File: src/pcie_consts.svh
`ifndef PCIE_CONSTS_SVH
`define PCIE_CONSTS_SVH

// Packet queue managers and the queues they share.
`define PCIE_NB_PKT_QM 2
`define PCIE_QM_ID_WIDTH 1
`define PCIE_MAX_NB_FLOWS 16
`define PCIE_FLOW_IDX_WIDTH 4

// MMIO decode. Each queue owns a 4 KB page and the head is register 1 of it.
`define PCIE_ADDR_WIDTH 20
`define PCIE_TABLE_IDX_WIDTH 5
`define PCIE_PAGE_LSB 12
`define PCIE_MMIO_DATA_WIDTH 64
`define PCIE_REG_SIZE 4
`define PCIE_HEAD_REG 1
`define PCIE_CTRL_PAGE 31
`define PCIE_CTRL_RB_SIZE_LSB 1
`define PCIE_CTRL_SW_RESET_BIT 27

// Ring-buffer pointers are one bit wider than the address width.
`define PCIE_RB_AWIDTH 10
`define PCIE_PKT_RB_SIZE_RST 512

// Queue depths and the levels where the merge backs off.
`define PCIE_HEAD_UPD_QUEUE_LEN 16
`define PCIE_HEAD_UPD_SLACK 4
`define PCIE_IN_QUEUE_LEN 8
`define PCIE_IN_QUEUE_THRESH 4

`endif
File: src/pcie_pkg.sv
`include "pcie_consts.svh"

package pcie_pkg;

typedef logic [`PCIE_FLOW_IDX_WIDTH-1:0] flow_id_t;
typedef logic [`PCIE_QM_ID_WIDTH-1:0] qm_id_t;
typedef logic [`PCIE_RB_AWIDTH:0] rb_ptr_t;

// One host write, presented for a single cycle.
typedef struct packed {
    logic                                  valid;
    logic [`PCIE_ADDR_WIDTH-1:0]           address;
    logic [`PCIE_MMIO_DATA_WIDTH/8-1:0]    byteenable;
    logic [`PCIE_MMIO_DATA_WIDTH-1:0]      writedata;
} mmio_wr_t;

typedef struct packed {
    flow_id_t pkt_queue_id;
    rb_ptr_t  size;
} pkt_meta_t;

// Metadata after the merge. The tail is filled in by the queue manager.
typedef struct packed {
    flow_id_t pkt_queue_id;
    rb_ptr_t  size;
    logic     descriptor_only;
    rb_ptr_t  tail;
} queued_meta_t;

typedef struct packed {
    rb_ptr_t pkt_rb_size;
    logic    sw_reset_req;
} ctrl_reg_t;

endpackage

File: src/pcie_rx_top.sv
`include "pcie_consts.svh"

module pcie_rx_top
    import pcie_pkg::*;
(
    input  logic         pcie_clk,
    input  logic         pcie_reset_n,
    input  mmio_wr_t     mmio_wr,
    input  pkt_meta_t    rx_meta,
    input  logic         rx_meta_valid,
    output logic         rx_meta_ready,
    output queued_meta_t meta_out,
    output logic         meta_out_valid,
    input  logic         meta_out_ready,
    output logic         sw_reset,
    output logic [31:0]  rx_ignored_head_cnt,
    output logic [31:0]  merged_meta_cnt
);

flow_id_t                                 head_push_data;
logic                                     head_push_valid;
logic [$clog2(`PCIE_HEAD_UPD_QUEUE_LEN):0] head_occup;
flow_id_t                                 head_pop_data;
logic                                     head_pop_valid;
logic                                     head_pop_ready;

queued_meta_t                             inq_push_data;
logic                                     inq_push_valid;
logic [$clog2(`PCIE_IN_QUEUE_LEN):0]       inq_occup;
queued_meta_t                             inq_pop_data;
logic                                     inq_pop_valid;
logic                                     inq_pop_ready;

logic [`PCIE_NB_PKT_QM-1:0]               qm_valid;
queued_meta_t                             qm_data;
logic [`PCIE_NB_PKT_QM-1:0]               qm_ready;
queued_meta_t                             qm_out_meta [`PCIE_NB_PKT_QM];
logic [`PCIE_NB_PKT_QM-1:0]               qm_out_valid;
logic [`PCIE_NB_PKT_QM-1:0]               qm_out_ready;

logic                                     order_valid;
qm_id_t                                   order_id;
logic                                     order_ready;
ctrl_reg_t                                ctrl;

rx_meta_ctrl rx_meta_ctrl_inst (
    .pcie_clk (pcie_clk), .pcie_reset_n (pcie_reset_n),
    .mmio_wr (mmio_wr), .rx_meta (rx_meta),
    .rx_meta_valid (rx_meta_valid), .rx_meta_ready (rx_meta_ready),
    .head_push_data (head_push_data), .head_push_valid (head_push_valid),
    .head_occup (head_occup), .head_pop_data (head_pop_data),
    .head_pop_valid (head_pop_valid), .head_pop_ready (head_pop_ready),
    .inq_push_data (inq_push_data), .inq_push_valid (inq_push_valid),
    .inq_occup (inq_occup), .inq_pop_data (inq_pop_data),
    .inq_pop_valid (inq_pop_valid), .inq_pop_ready (inq_pop_ready),
    .qm_valid (qm_valid), .qm_data (qm_data), .qm_ready (qm_ready),
    .order_valid (order_valid), .order_id (order_id), .order_ready (order_ready),
    .ctrl (ctrl), .sw_reset (sw_reset),
    .rx_ignored_head_cnt (rx_ignored_head_cnt), .merged_meta_cnt (merged_meta_cnt)
);

meta_fifo #(.payload_t (flow_id_t), .DEPTH (`PCIE_HEAD_UPD_QUEUE_LEN)) head_upd_queue (
    .pcie_clk (pcie_clk), .pcie_reset_n (pcie_reset_n),
    .in_data (head_push_data), .in_valid (head_push_valid), .in_ready (),
    .out_data (head_pop_data), .out_valid (head_pop_valid), .out_ready (head_pop_ready),
    .occup (head_occup)
);

meta_fifo #(.payload_t (queued_meta_t), .DEPTH (`PCIE_IN_QUEUE_LEN)) in_queue (
    .pcie_clk (pcie_clk), .pcie_reset_n (pcie_reset_n),
    .in_data (inq_push_data), .in_valid (inq_push_valid), .in_ready (),
    .out_data (inq_pop_data), .out_valid (inq_pop_valid), .out_ready (inq_pop_ready),
    .occup (inq_occup)
);

for (genvar i = 0; i < `PCIE_NB_PKT_QM; i++) begin : gen_pqm
    pkt_queue_manager #(
        .NB_QUEUES (`PCIE_MAX_NB_FLOWS / `PCIE_NB_PKT_QM)
    ) pkt_queue_manager_inst (
        .pcie_clk (pcie_clk), .pcie_reset_n (pcie_reset_n),
        .pkt_rb_size (ctrl.pkt_rb_size),
        .in_meta (qm_data), .in_valid (qm_valid[i]), .in_ready (qm_ready[i]),
        .out_meta (qm_out_meta[i]), .out_valid (qm_out_valid[i]),
        .out_ready (qm_out_ready[i])
    );
end

ordered_meta_mux #(.NB_IN (`PCIE_NB_PKT_QM)) ordered_meta_mux_inst (
    .pcie_clk (pcie_clk), .pcie_reset_n (pcie_reset_n),
    .in_meta (qm_out_meta), .in_valid (qm_out_valid), .in_ready (qm_out_ready),
    .order_id (order_id), .order_valid (order_valid), .order_ready (order_ready),
    .out_meta (meta_out), .out_valid (meta_out_valid), .out_ready (meta_out_ready)
);

endmodule

File: src/ordered_meta_mux.sv
`include "pcie_consts.svh"

module ordered_meta_mux
    import pcie_pkg::*;
#(
    parameter  int NB_IN = 2,
    localparam int SEL_WIDTH = $clog2(NB_IN)
) (
    input  logic                 pcie_clk,
    input  logic                 pcie_reset_n,
    input  queued_meta_t         in_meta [NB_IN],
    input  logic [NB_IN-1:0]     in_valid,
    output logic [NB_IN-1:0]     in_ready,
    input  logic [SEL_WIDTH-1:0] order_id,
    input  logic                 order_valid,
    output logic                 order_ready,
    output queued_meta_t         out_meta,
    output logic                 out_valid,
    input  logic                 out_ready
);

logic [SEL_WIDTH-1:0] head_sel;
logic                 head_valid;
logic                 head_pop;

// Each entry names the manager that holds the next item in merge order.
meta_fifo #(
    .payload_t (logic [SEL_WIDTH-1:0]),
    .DEPTH     (2*NB_IN)
) order_fifo (
    .pcie_clk     (pcie_clk),
    .pcie_reset_n (pcie_reset_n),
    .in_data      (order_id),
    .in_valid     (order_valid),
    .in_ready     (order_ready),
    .out_data     (head_sel),
    .out_valid    (head_valid),
    .out_ready    (head_pop),
    .occup        ()
);

// Other managers may already hold items, but they wait for their turn.
assign out_meta  = in_meta[head_sel];
assign out_valid = head_valid && in_valid[head_sel];
assign head_pop  = out_valid && out_ready;

always_comb begin
    for (int i = 0; i < NB_IN; i++) begin
        in_ready[i] = head_valid && (head_sel == i) && out_ready;
    end
end

endmodule

File: src/pkt_queue_manager.sv
`include "pcie_consts.svh"

module pkt_queue_manager
    import pcie_pkg::*;
#(
    parameter int NB_QUEUES = 8
) (
    input  logic         pcie_clk,
    input  logic         pcie_reset_n,
    input  rb_ptr_t      pkt_rb_size,
    input  queued_meta_t in_meta,
    input  logic         in_valid,
    output logic         in_ready,
    output queued_meta_t out_meta,
    output logic         out_valid,
    input  logic         out_ready
);

localparam int IDX_WIDTH = $clog2(NB_QUEUES);

rb_ptr_t                  tails [NB_QUEUES];
logic [IDX_WIDTH-1:0]     q_idx;
rb_ptr_t                  cur_tail;
logic [`PCIE_RB_AWIDTH+1:0] tail_sum;
logic [`PCIE_RB_AWIDTH+1:0] tail_wrap;
rb_ptr_t                  next_tail;
logic                     accept;

// The low id bits already chose this manager, the rest index its table.
assign q_idx    = in_meta.pkt_queue_id[`PCIE_QM_ID_WIDTH +: IDX_WIDTH];
assign cur_tail = tails[q_idx];

assign tail_sum  = cur_tail + in_meta.size;
assign tail_wrap = tail_sum - pkt_rb_size;

always_comb begin
    if (tail_sum >= pkt_rb_size) begin
        next_tail = tail_wrap[`PCIE_RB_AWIDTH:0];
    end else begin
        next_tail = tail_sum[`PCIE_RB_AWIDTH:0];
    end
end

assign in_ready = !out_valid || out_ready;
assign accept   = in_valid && in_ready;

always_ff @(posedge pcie_clk) begin
    if (!pcie_reset_n) begin
        for (int i = 0; i < NB_QUEUES; i++) begin
            tails[i] <= '0;
        end
        out_valid <= 1'b0;
    end else begin
        if (accept) begin
            out_valid <= 1'b1;
            // A descriptor-only item reports the tail but does not move it.
            if (!in_meta.descriptor_only) begin
                tails[q_idx] <= next_tail;
            end
        end else if (out_ready) begin
            out_valid <= 1'b0;
        end
    end
end

always_ff @(posedge pcie_clk) begin
    if (accept) begin
        out_meta      <= in_meta;
        out_meta.tail <= cur_tail;
    end
end

// A packet as large as the ring would wrap onto itself.
a_size_fits_ring: assert property (
    @(posedge pcie_clk) disable iff (!pcie_reset_n)
    (accept && !in_meta.descriptor_only) |-> (in_meta.size < pkt_rb_size)
);

endmodule

File: src/rx_meta_ctrl.sv
`include "pcie_consts.svh"

module rx_meta_ctrl
    import pcie_pkg::*;
(
    input  logic                                    pcie_clk,
    input  logic                                    pcie_reset_n,
    input  mmio_wr_t                                mmio_wr,
    input  pkt_meta_t                               rx_meta,
    input  logic                                    rx_meta_valid,
    output logic                                    rx_meta_ready,

    output flow_id_t                                head_push_data,
    output logic                                    head_push_valid,
    input  logic [$clog2(`PCIE_HEAD_UPD_QUEUE_LEN):0] head_occup,
    input  flow_id_t                                head_pop_data,
    input  logic                                    head_pop_valid,
    output logic                                    head_pop_ready,

    output queued_meta_t                            inq_push_data,
    output logic                                    inq_push_valid,
    input  logic [$clog2(`PCIE_IN_QUEUE_LEN):0]      inq_occup,
    input  queued_meta_t                            inq_pop_data,
    input  logic                                    inq_pop_valid,
    output logic                                    inq_pop_ready,

    output logic [`PCIE_NB_PKT_QM-1:0]              qm_valid,
    output queued_meta_t                            qm_data,
    input  logic [`PCIE_NB_PKT_QM-1:0]              qm_ready,

    output logic                                    order_valid,
    output qm_id_t                                  order_id,
    input  logic                                    order_ready,

    output ctrl_reg_t                               ctrl,
    output logic                                    sw_reset,
    output logic [31:0]                             rx_ignored_head_cnt,
    output logic [31:0]                             merged_meta_cnt
);

logic [`PCIE_TABLE_IDX_WIDTH-1:0] page;
logic                             head_wr;
logic                             ctrl_wr;
logic                             head_almost_full;
logic                             inq_almost_full;
logic                             head_fire;
logic                             rx_fire;
queued_meta_t                     merge_data;
qm_id_t                           qm_sel;
logic                             steer_fire;
logic                             sw_reset_meta;

assign page = mmio_wr.address[`PCIE_PAGE_LSB +: `PCIE_TABLE_IDX_WIDTH];

// Only a write covering the whole head register counts as a head update.
assign head_wr = mmio_wr.valid && (page < `PCIE_MAX_NB_FLOWS) &&
    (mmio_wr.byteenable[`PCIE_HEAD_REG*`PCIE_REG_SIZE +: `PCIE_REG_SIZE] == '1);
assign ctrl_wr = mmio_wr.valid && (page == `PCIE_CTRL_PAGE) &&
    (mmio_wr.byteenable[0 +: `PCIE_REG_SIZE] == '1);

assign head_almost_full =
    head_occup > (`PCIE_HEAD_UPD_QUEUE_LEN - `PCIE_HEAD_UPD_SLACK);
assign inq_almost_full = inq_occup > `PCIE_IN_QUEUE_THRESH;

always_ff @(posedge pcie_clk) begin
    if (!pcie_reset_n) begin
        head_push_valid     <= 1'b0;
        rx_ignored_head_cnt <= '0;
    end else begin
        head_push_valid <= head_wr && !head_almost_full;
        if (head_wr && head_almost_full) begin
            rx_ignored_head_cnt <= rx_ignored_head_cnt + 1'b1;
        end
    end
end

always_ff @(posedge pcie_clk) begin
    head_push_data <= page[`PCIE_FLOW_IDX_WIDTH-1:0];
end

always_ff @(posedge pcie_clk) begin
    if (!pcie_reset_n) begin
        ctrl.pkt_rb_size  <= rb_ptr_t'(`PCIE_PKT_RB_SIZE_RST);
        ctrl.sw_reset_req <= 1'b0;
        sw_reset_meta     <= 1'b0;
        sw_reset          <= 1'b0;
    end else begin
        if (ctrl_wr) begin
            ctrl.pkt_rb_size <=
                mmio_wr.writedata[`PCIE_CTRL_RB_SIZE_LSB +: `PCIE_RB_AWIDTH+1];
            ctrl.sw_reset_req <= mmio_wr.writedata[`PCIE_CTRL_SW_RESET_BIT];
        end
        sw_reset_meta <= ctrl.sw_reset_req;
        sw_reset      <= sw_reset_meta;
    end
end

// Head updates go first. Injecting them here, and not in the managers,
// keeps descriptor-only items ordered against the packets around them.
assign head_pop_ready = !inq_almost_full;
assign rx_meta_ready  = !inq_almost_full && !head_pop_valid;
assign head_fire      = head_pop_valid && head_pop_ready;
assign rx_fire        = rx_meta_valid && rx_meta_ready;

always_comb begin
    merge_data = '0;
    if (head_pop_valid) begin
        merge_data.pkt_queue_id    = head_pop_data;
        merge_data.descriptor_only = 1'b1;
    end else begin
        merge_data.pkt_queue_id = rx_meta.pkt_queue_id;
        merge_data.size         = rx_meta.size;
    end
end

always_ff @(posedge pcie_clk) begin
    if (!pcie_reset_n) begin
        inq_push_valid  <= 1'b0;
        merged_meta_cnt <= '0;
    end else begin
        inq_push_valid <= head_fire || rx_fire;
        if (head_fire || rx_fire) begin
            merged_meta_cnt <= merged_meta_cnt + 1'b1;
        end
    end
end

always_ff @(posedge pcie_clk) begin
    inq_push_data <= merge_data;
end

// The low queue-id bits pick the manager.
assign qm_sel        = inq_pop_data.pkt_queue_id[`PCIE_QM_ID_WIDTH-1:0];
assign inq_pop_ready = qm_ready[qm_sel] && order_ready;
assign steer_fire    = inq_pop_valid && inq_pop_ready;
assign qm_valid      = {{(`PCIE_NB_PKT_QM-1){1'b0}}, steer_fire} << qm_sel;
assign qm_data       = inq_pop_data;
assign order_valid   = steer_fire;
assign order_id      = qm_sel;

// A packet offered while the merge is busy must wait unchanged.
a_rx_meta_held: assert property (
    @(posedge pcie_clk) disable iff (!pcie_reset_n)
    (rx_meta_valid && !rx_meta_ready) |=> (rx_meta_valid && $stable(rx_meta))
);

endmodule

File: src/meta_fifo.sv
module meta_fifo #(
    parameter type payload_t = logic [7:0],
    parameter int  DEPTH     = 8
) (
    input  logic                  pcie_clk,
    input  logic                  pcie_reset_n,
    input  payload_t              in_data,
    input  logic                  in_valid,
    output logic                  in_ready,
    output payload_t              out_data,
    output logic                  out_valid,
    input  logic                  out_ready,
    output logic [$clog2(DEPTH):0] occup
);

localparam int PTR_WIDTH = $clog2(DEPTH);

payload_t mem [DEPTH];

logic [PTR_WIDTH-1:0] wr_ptr;
logic [PTR_WIDTH-1:0] rd_ptr;
logic                 push;
logic                 pop;

assign in_ready  = occup < DEPTH;
assign out_valid = occup != 0;
assign out_data  = mem[rd_ptr];

assign push = in_valid && in_ready;
assign pop  = out_valid && out_ready;

always_ff @(posedge pcie_clk) begin
    if (!pcie_reset_n) begin
        wr_ptr <= '0;
        rd_ptr <= '0;
        occup  <= '0;
    end else begin
        if (push) begin
            wr_ptr <= wr_ptr + 1'b1;
        end
        if (pop) begin
            rd_ptr <= rd_ptr + 1'b1;
        end
        occup <= occup + push - pop;
    end
end

always_ff @(posedge pcie_clk) begin
    if (push) begin
        mem[wr_ptr] <= in_data;
    end
end

// Writers throttle on occupancy well before the FIFO fills, so an offer
// while full means the upstream threshold logic is broken.
a_no_push_when_full: assert property (
    @(posedge pcie_clk) disable iff (!pcie_reset_n)
    in_valid |-> in_ready
);

endmodule

File: config.mk
export PLATFORM = sky130hd
export DESIGN_NAME = pcie_rx_top
export DESIGN_NICKNAME = d
export VERILOG_FILES = /design/src/pcie_pkg.sv /design/src/pcie_rx_top.sv /design/src/ordered_meta_mux.sv /design/src/pkt_queue_manager.sv /design/src/rx_meta_ctrl.sv /design/src/meta_fifo.sv
export VERILOG_INCLUDE_DIRS = /design/src /design/src/src
export SDC_FILE = /design/constraint.sdc
export NUM_CORES = 1
export LEC_CHECK = 0
export ABC_AREA = 0
export BUFFER_PORTS_ARGS = -buffer_cell sky130_fd_sc_hd__buf_2
export CORE_MARGIN = 2
export CORE_UTILIZATION = 45
export CTS_BUF_LIST = sky130_fd_sc_hd__clkbuf_8
export CTS_CLUSTER_SIZE = 14
export DETAILED_ROUTE_END_ITERATION = 12
export PLACE_DENSITY_LB_ADDON = 0.12
export SETUP_SLACK_MARGIN = 0.05
export SLEW_MARGIN = 20
export SYNTH_ARGS = -nofsm -noshare
export SYNTH_HDL_FRONTEND = slang
export SYNTH_SLANG_ARGS = --single-unit
File: constraint.sdc
create_clock -name pcie_clk -period 8 [get_ports pcie_clk]
set_clock_uncertainty 0.2 [all_clocks]
set_input_delay 0.4 -clock pcie_clk [delete_from_list [all_inputs] [get_ports pcie_clk]]
set_output_delay 0.4 -clock pcie_clk [all_outputs]
set_load 0.02 [all_outputs]
==> impl_metrics.csv <==
group,metric,value,unit
min_path,worst_hold_path.endpoint,"rx_meta_ctrl_inst.inq_push_valid",
cells_and_area,finalInstanceArea,29500,µm²
synth,async_reset_ff_share,0,%
sta,setup_viol,0,
sta,worst_slack,0.686,ns
drt,wire_per_inst,21.3,µm
cells_and_area,layout-drive-gt1-share,18.3,%
global_route,grt_pass1_vias,17400,
sta,hold_viol,0,
sta,period_minus_slack,7.31,ns
placement,dp_hpwl,43.3,mm
cells_and_area,register_area,15600,µm²
global_route,grtUsageTotal,22.5,%
clock_tree,cts-root-buf,"clkbuf_8",
sta,fmax,137,MHz
floorplanning,rows,87,
clock_tree,path_clk_slew,0.06,ns
floorplanning,die_h,243,µm
global_route,grt_pass1_wl,102,mm
cells_and_area,syn2layout_area_growth,14.5,%
placement,placed_cell_area,27300,µm²
floorplanning,die_area,59200,µm²
min_path,min_path_cells,4,
clock_tree,htreeDepth,3,
run_status,status,"complete, no violations",
sta,period_share,91.4,%
global_route,grt_overflow_total,0,
sta,slew_headroom,31.0,%
synth,ys_warn_count,0,
drt,drtAntennaViolNets,0,
floorplanning,start_util,45.6,%
drt,route.detailed.drc,0,
critical_path,r2r-end,"gen_pqm[1].pkt_queue_manager_inst.tails[5][2]",
clock_tree,clock_latency,0.72,ns
critical_path,reg2reg_slack,0.69,ns
drt,num_vias,17300,
synth,synthesis.nets,2236,
synth,synthCells,2044,
clock_tree,clk_path_buf_depth,3,
clock_tree,cts_buffers,96,
synth,yosys_most_used_dff,"edfxtp_1",
cells_and_area,multi_input_area,9480,µm²
floorplanning,die_x,243,µm
clock_tree,cts_tree,"yes",
critical_path,critical_path_class,"reg2reg",
sta,finalSetupTns,0,ns
drt,firstDrtPassIters,5,
drt,viasPerCell,5.56,
sta,rsz0062_at_grt,"no",
cells_and_area,nFillCells,4940,
sta,maxSlewViolCount,0,
synth,ys_ff_latch,567,
placement,gp_congestion,0.954,
synth,netlist-cell-type-count,70,
floorplanning,core,56500,µm²
floorplanning,io_pins,206,
critical_path,cp.required,8.23,ns
critical_path,end_kind,"flop",
placement,io_buffers,138,
critical_path,critPathArrivalTime,7.54,ns
placement,preCtsSetupSlack,0.761,ns
synth,syn_area,25800,µm²
global_route,antenna_found_initial,2,
cells_and_area,final_nets,2460,
critical_path,r2r_cells,21,
min_path,hp-start,"rx_meta_valid",
drt,wl,66.1,mm
critical_path,start_kind,"flop",
global_route,grt_max_degree,72,
min_path,min_path_type,"in2reg",
clock_tree,cts.sinks,567,
synth,synth_edf_count,426,
flow_run,drv_cap,0,
drt,drtIter0Drc,1230,
sta,tightest_slew,1.03,ns
synth,yosysSeqAreaShare,60.6,%
synth,syn_avg_cell_area,12.6,µm²
critical_path,worstPathMaxFanout,18,
[critical path, stage by stage, from the launching register on]
cell	delay, ns
dfxtp_1	0.53
buf_4	0.27
mux4_2	0.55
mux2i_4	0.30
inv_2	0.09
nand2_1	0.28
buf_4	0.28
o211ai_1	0.12
a221oi_1	0.77
ha_1	0.46
nand2_1	0.10
a211oi_1	0.05
or3_1	0.38
and2_1	0.19
ha_1	0.36
a21oi_1	0.16
o21ai_0	0.17
a221o_1	0.36
a211oi_2	0.33
buf_4	0.32
mux2i_1	0.69
nor2_1	0.09
[cells by family (layout without fill, tap and decap cells)]
group | Yosys count | count (layout) | share of synthesized area (%)
buffers and inverters | 160 | 465 | 2.74
XOR/XNOR | 91 | 91 | 3.09
AO/OA/AOI/OAI | 348 | 348 | 8.48
adder cells (fa/ha/maj) | 80 | 80 | 4.09
other | 0 | 1 | 0
AND/OR/NAND/NOR | 665 | 665 | 12.9
multiplexers | 133 | 133 | 8.08
flip-flops | 567 | 567 | 60.6
[how the worst max path moves through the flow]
stage                                                    endpoint  slack, ns
detailed placement  gen_pqm[1].pkt_queue_manager_inst.tails[5][2]       0.76
finish              gen_pqm[1].pkt_queue_manager_inst.tails[5][2]       0.69
global placement    gen_pqm[1].pkt_queue_manager_inst.tails[2][2]       0.84
global route        gen_pqm[1].pkt_queue_manager_inst.tails[1][2]       0.13
CTS                 gen_pqm[1].pkt_queue_manager_inst.tails[5][2]       0.75
floorplan           gen_pqm[1].pkt_queue_manager_inst.tails[0][1]       1.97
[area by class of cell]
type | instances | share of cell area, %
Inverter | 67 | 0.853
Multi-Input combinational cell | 1317 | 32.2
Clock inverter | 79 | 1.40
Tap cell | 756 | 3.21
Sequential cell | 567 | 53.0
Clock buffer | 100 | 4.67
Antenna cell | 1 | 0.00849
Timing Repair Buffer | 219 | 4.74
[layer usage]
layer / vias up / global-route usage [%] / routed length (µm)
met5: - / 0 / 14
met4: 2 / 7.98 / 1670
met3: 91 / 4.35 / 4800
met2: 594 / 35.0 / 30100
met1: 8532 / 31.5 / 29500
li1: 8060 / - / -
[synth_stat cells, types with 7 or more instances]
| master | number | share of area (%) |
|---|---|---|
| nor3_1 | 44 | 0.85 |
| nor2_1 | 137 | 2.0 |
| o221ai_1 | 21 | 0.71 |
| o21ai_0 | 35 | 0.68 |
| nand2b_1 | 12 | 0.29 |
| buf_1 | 7 | 0.10 |
| clkbuf_1 | 39 | 0.57 |
| mux4_2 | 53 | 4.6 |
| and3_1 | 20 | 0.49 |
| nand3_1 | 60 | 1.2 |
| a211oi_1 | 22 | 0.64 |
| o21ai_1 | 9 | 0.17 |
| inv_1 | 63 | 0.92 |
| xor2_1 | 37 | 1.3 |
| and2_1 | 102 | 2.5 |
| mux2i_1 | 37 | 1.4 |
| xnor2_1 | 54 | 1.8 |
| dfxtp_1 | 141 | 11 |
| o22ai_1 | 13 | 0.32 |
| edfxtp_1 | 426 | 50 |
| nand4_1 | 29 | 0.70 |
| and4_1 | 7 | 0.24 |
| nand2_1 | 172 | 2.5 |
| a21o_1 | 17 | 0.50 |
| a21oi_1 | 148 | 2.9 |
| buf_2 | 36 | 0.70 |
| ha_1 | 73 | 3.5 |
| a21boi_0 | 10 | 0.29 |
| a31oi_1 | 18 | 0.44 |
| fa_1 | 7 | 0.54 |
| nor2b_1 | 36 | 0.87 |
| or3_1 | 19 | 0.46 |
| mux2_2 | 40 | 1.7 |
[sequential cells by signal (all words and copies together) (netlist names), 5 cells and up, named ones only]
| name | flops |
|---|---|
| gen_pqm.pkt_queue_manager_inst.out_meta | 54 |
| gen_pqm.pkt_queue_manager_inst.tails | 176 |
| head_upd_queue.mem | 64 |
| head_upd_queue.occup | 5 |
| in_queue.mem | 128 |
| rx_meta_ctrl_inst.ctrl | 12 |
| rx_meta_ctrl_inst.inq_push_data | 16 |
| rx_meta_ctrl_inst.merged_meta_cnt | 32 |
| rx_meta_ctrl_inst.rx_ignored_head_cnt | 32 |
[through the flow]
stage / util (%) / hold WS, ns / instances
final: 52.2 / 0.0913 / 3106
after global routing: 52.2 / 0.106 / 3106
after CTS: 52.2 / 0.0138 / 3105
after detailed placement: 48.4 / 0.225 / 2892
after global placement: 48.4 / 0.221 / 2892
after floorplan: - / 0.212 / 2044
[cells in the final DEF, fill, tap and decap left out, types with 18 or more instances in the layout]
| cell type | synthesis | routed |
|---|---|---|
| a21oi_1 | 148 | 148 |
| clkbuf_8 | 0 | 100 |
| inv_1 | 63 | 106 |
| nand4_1 | 29 | 29 |
| xor2_1 | 37 | 37 |
| mux4_2 | 53 | 53 |
| mux2_2 | 40 | 40 |
| or3_1 | 19 | 19 |
| edfxtp_1 | 426 | 426 |
| nor2_1 | 137 | 135 |
| and3_1 | 20 | 20 |
| o21ai_0 | 35 | 35 |
| xnor2_1 | 54 | 54 |
| dfxtp_1 | 141 | 139 |
| o221ai_1 | 21 | 21 |
| mux2i_1 | 37 | 37 |
| nor3_1 | 44 | 40 |
| dlygate4sd3_1 | 0 | 34 |
| a211oi_1 | 22 | 21 |
| nand3_1 | 60 | 60 |
| nor2b_1 | 36 | 36 |
| buf_2 | 36 | 137 |
| a31oi_1 | 18 | 18 |
| nand2_1 | 172 | 172 |
| ha_1 | 73 | 73 |
| buf_4 | 6 | 47 |
| and2_1 | 102 | 102 |
[repair_timing]
| action | in CTS | in global routing |
|---|---|---|
| setup buffers | 0 | 0 |
| hold buffers | 34 | 0 |
| hold endpoints to repair | 35 | 0 |
| endpoints found under the setup margin | 0 | 0 |
| resized for setup | 0 | 0 |
Power is not shown: default switching activity piles up to over one toggle a cycle in this logic, so the estimate is an artifact.
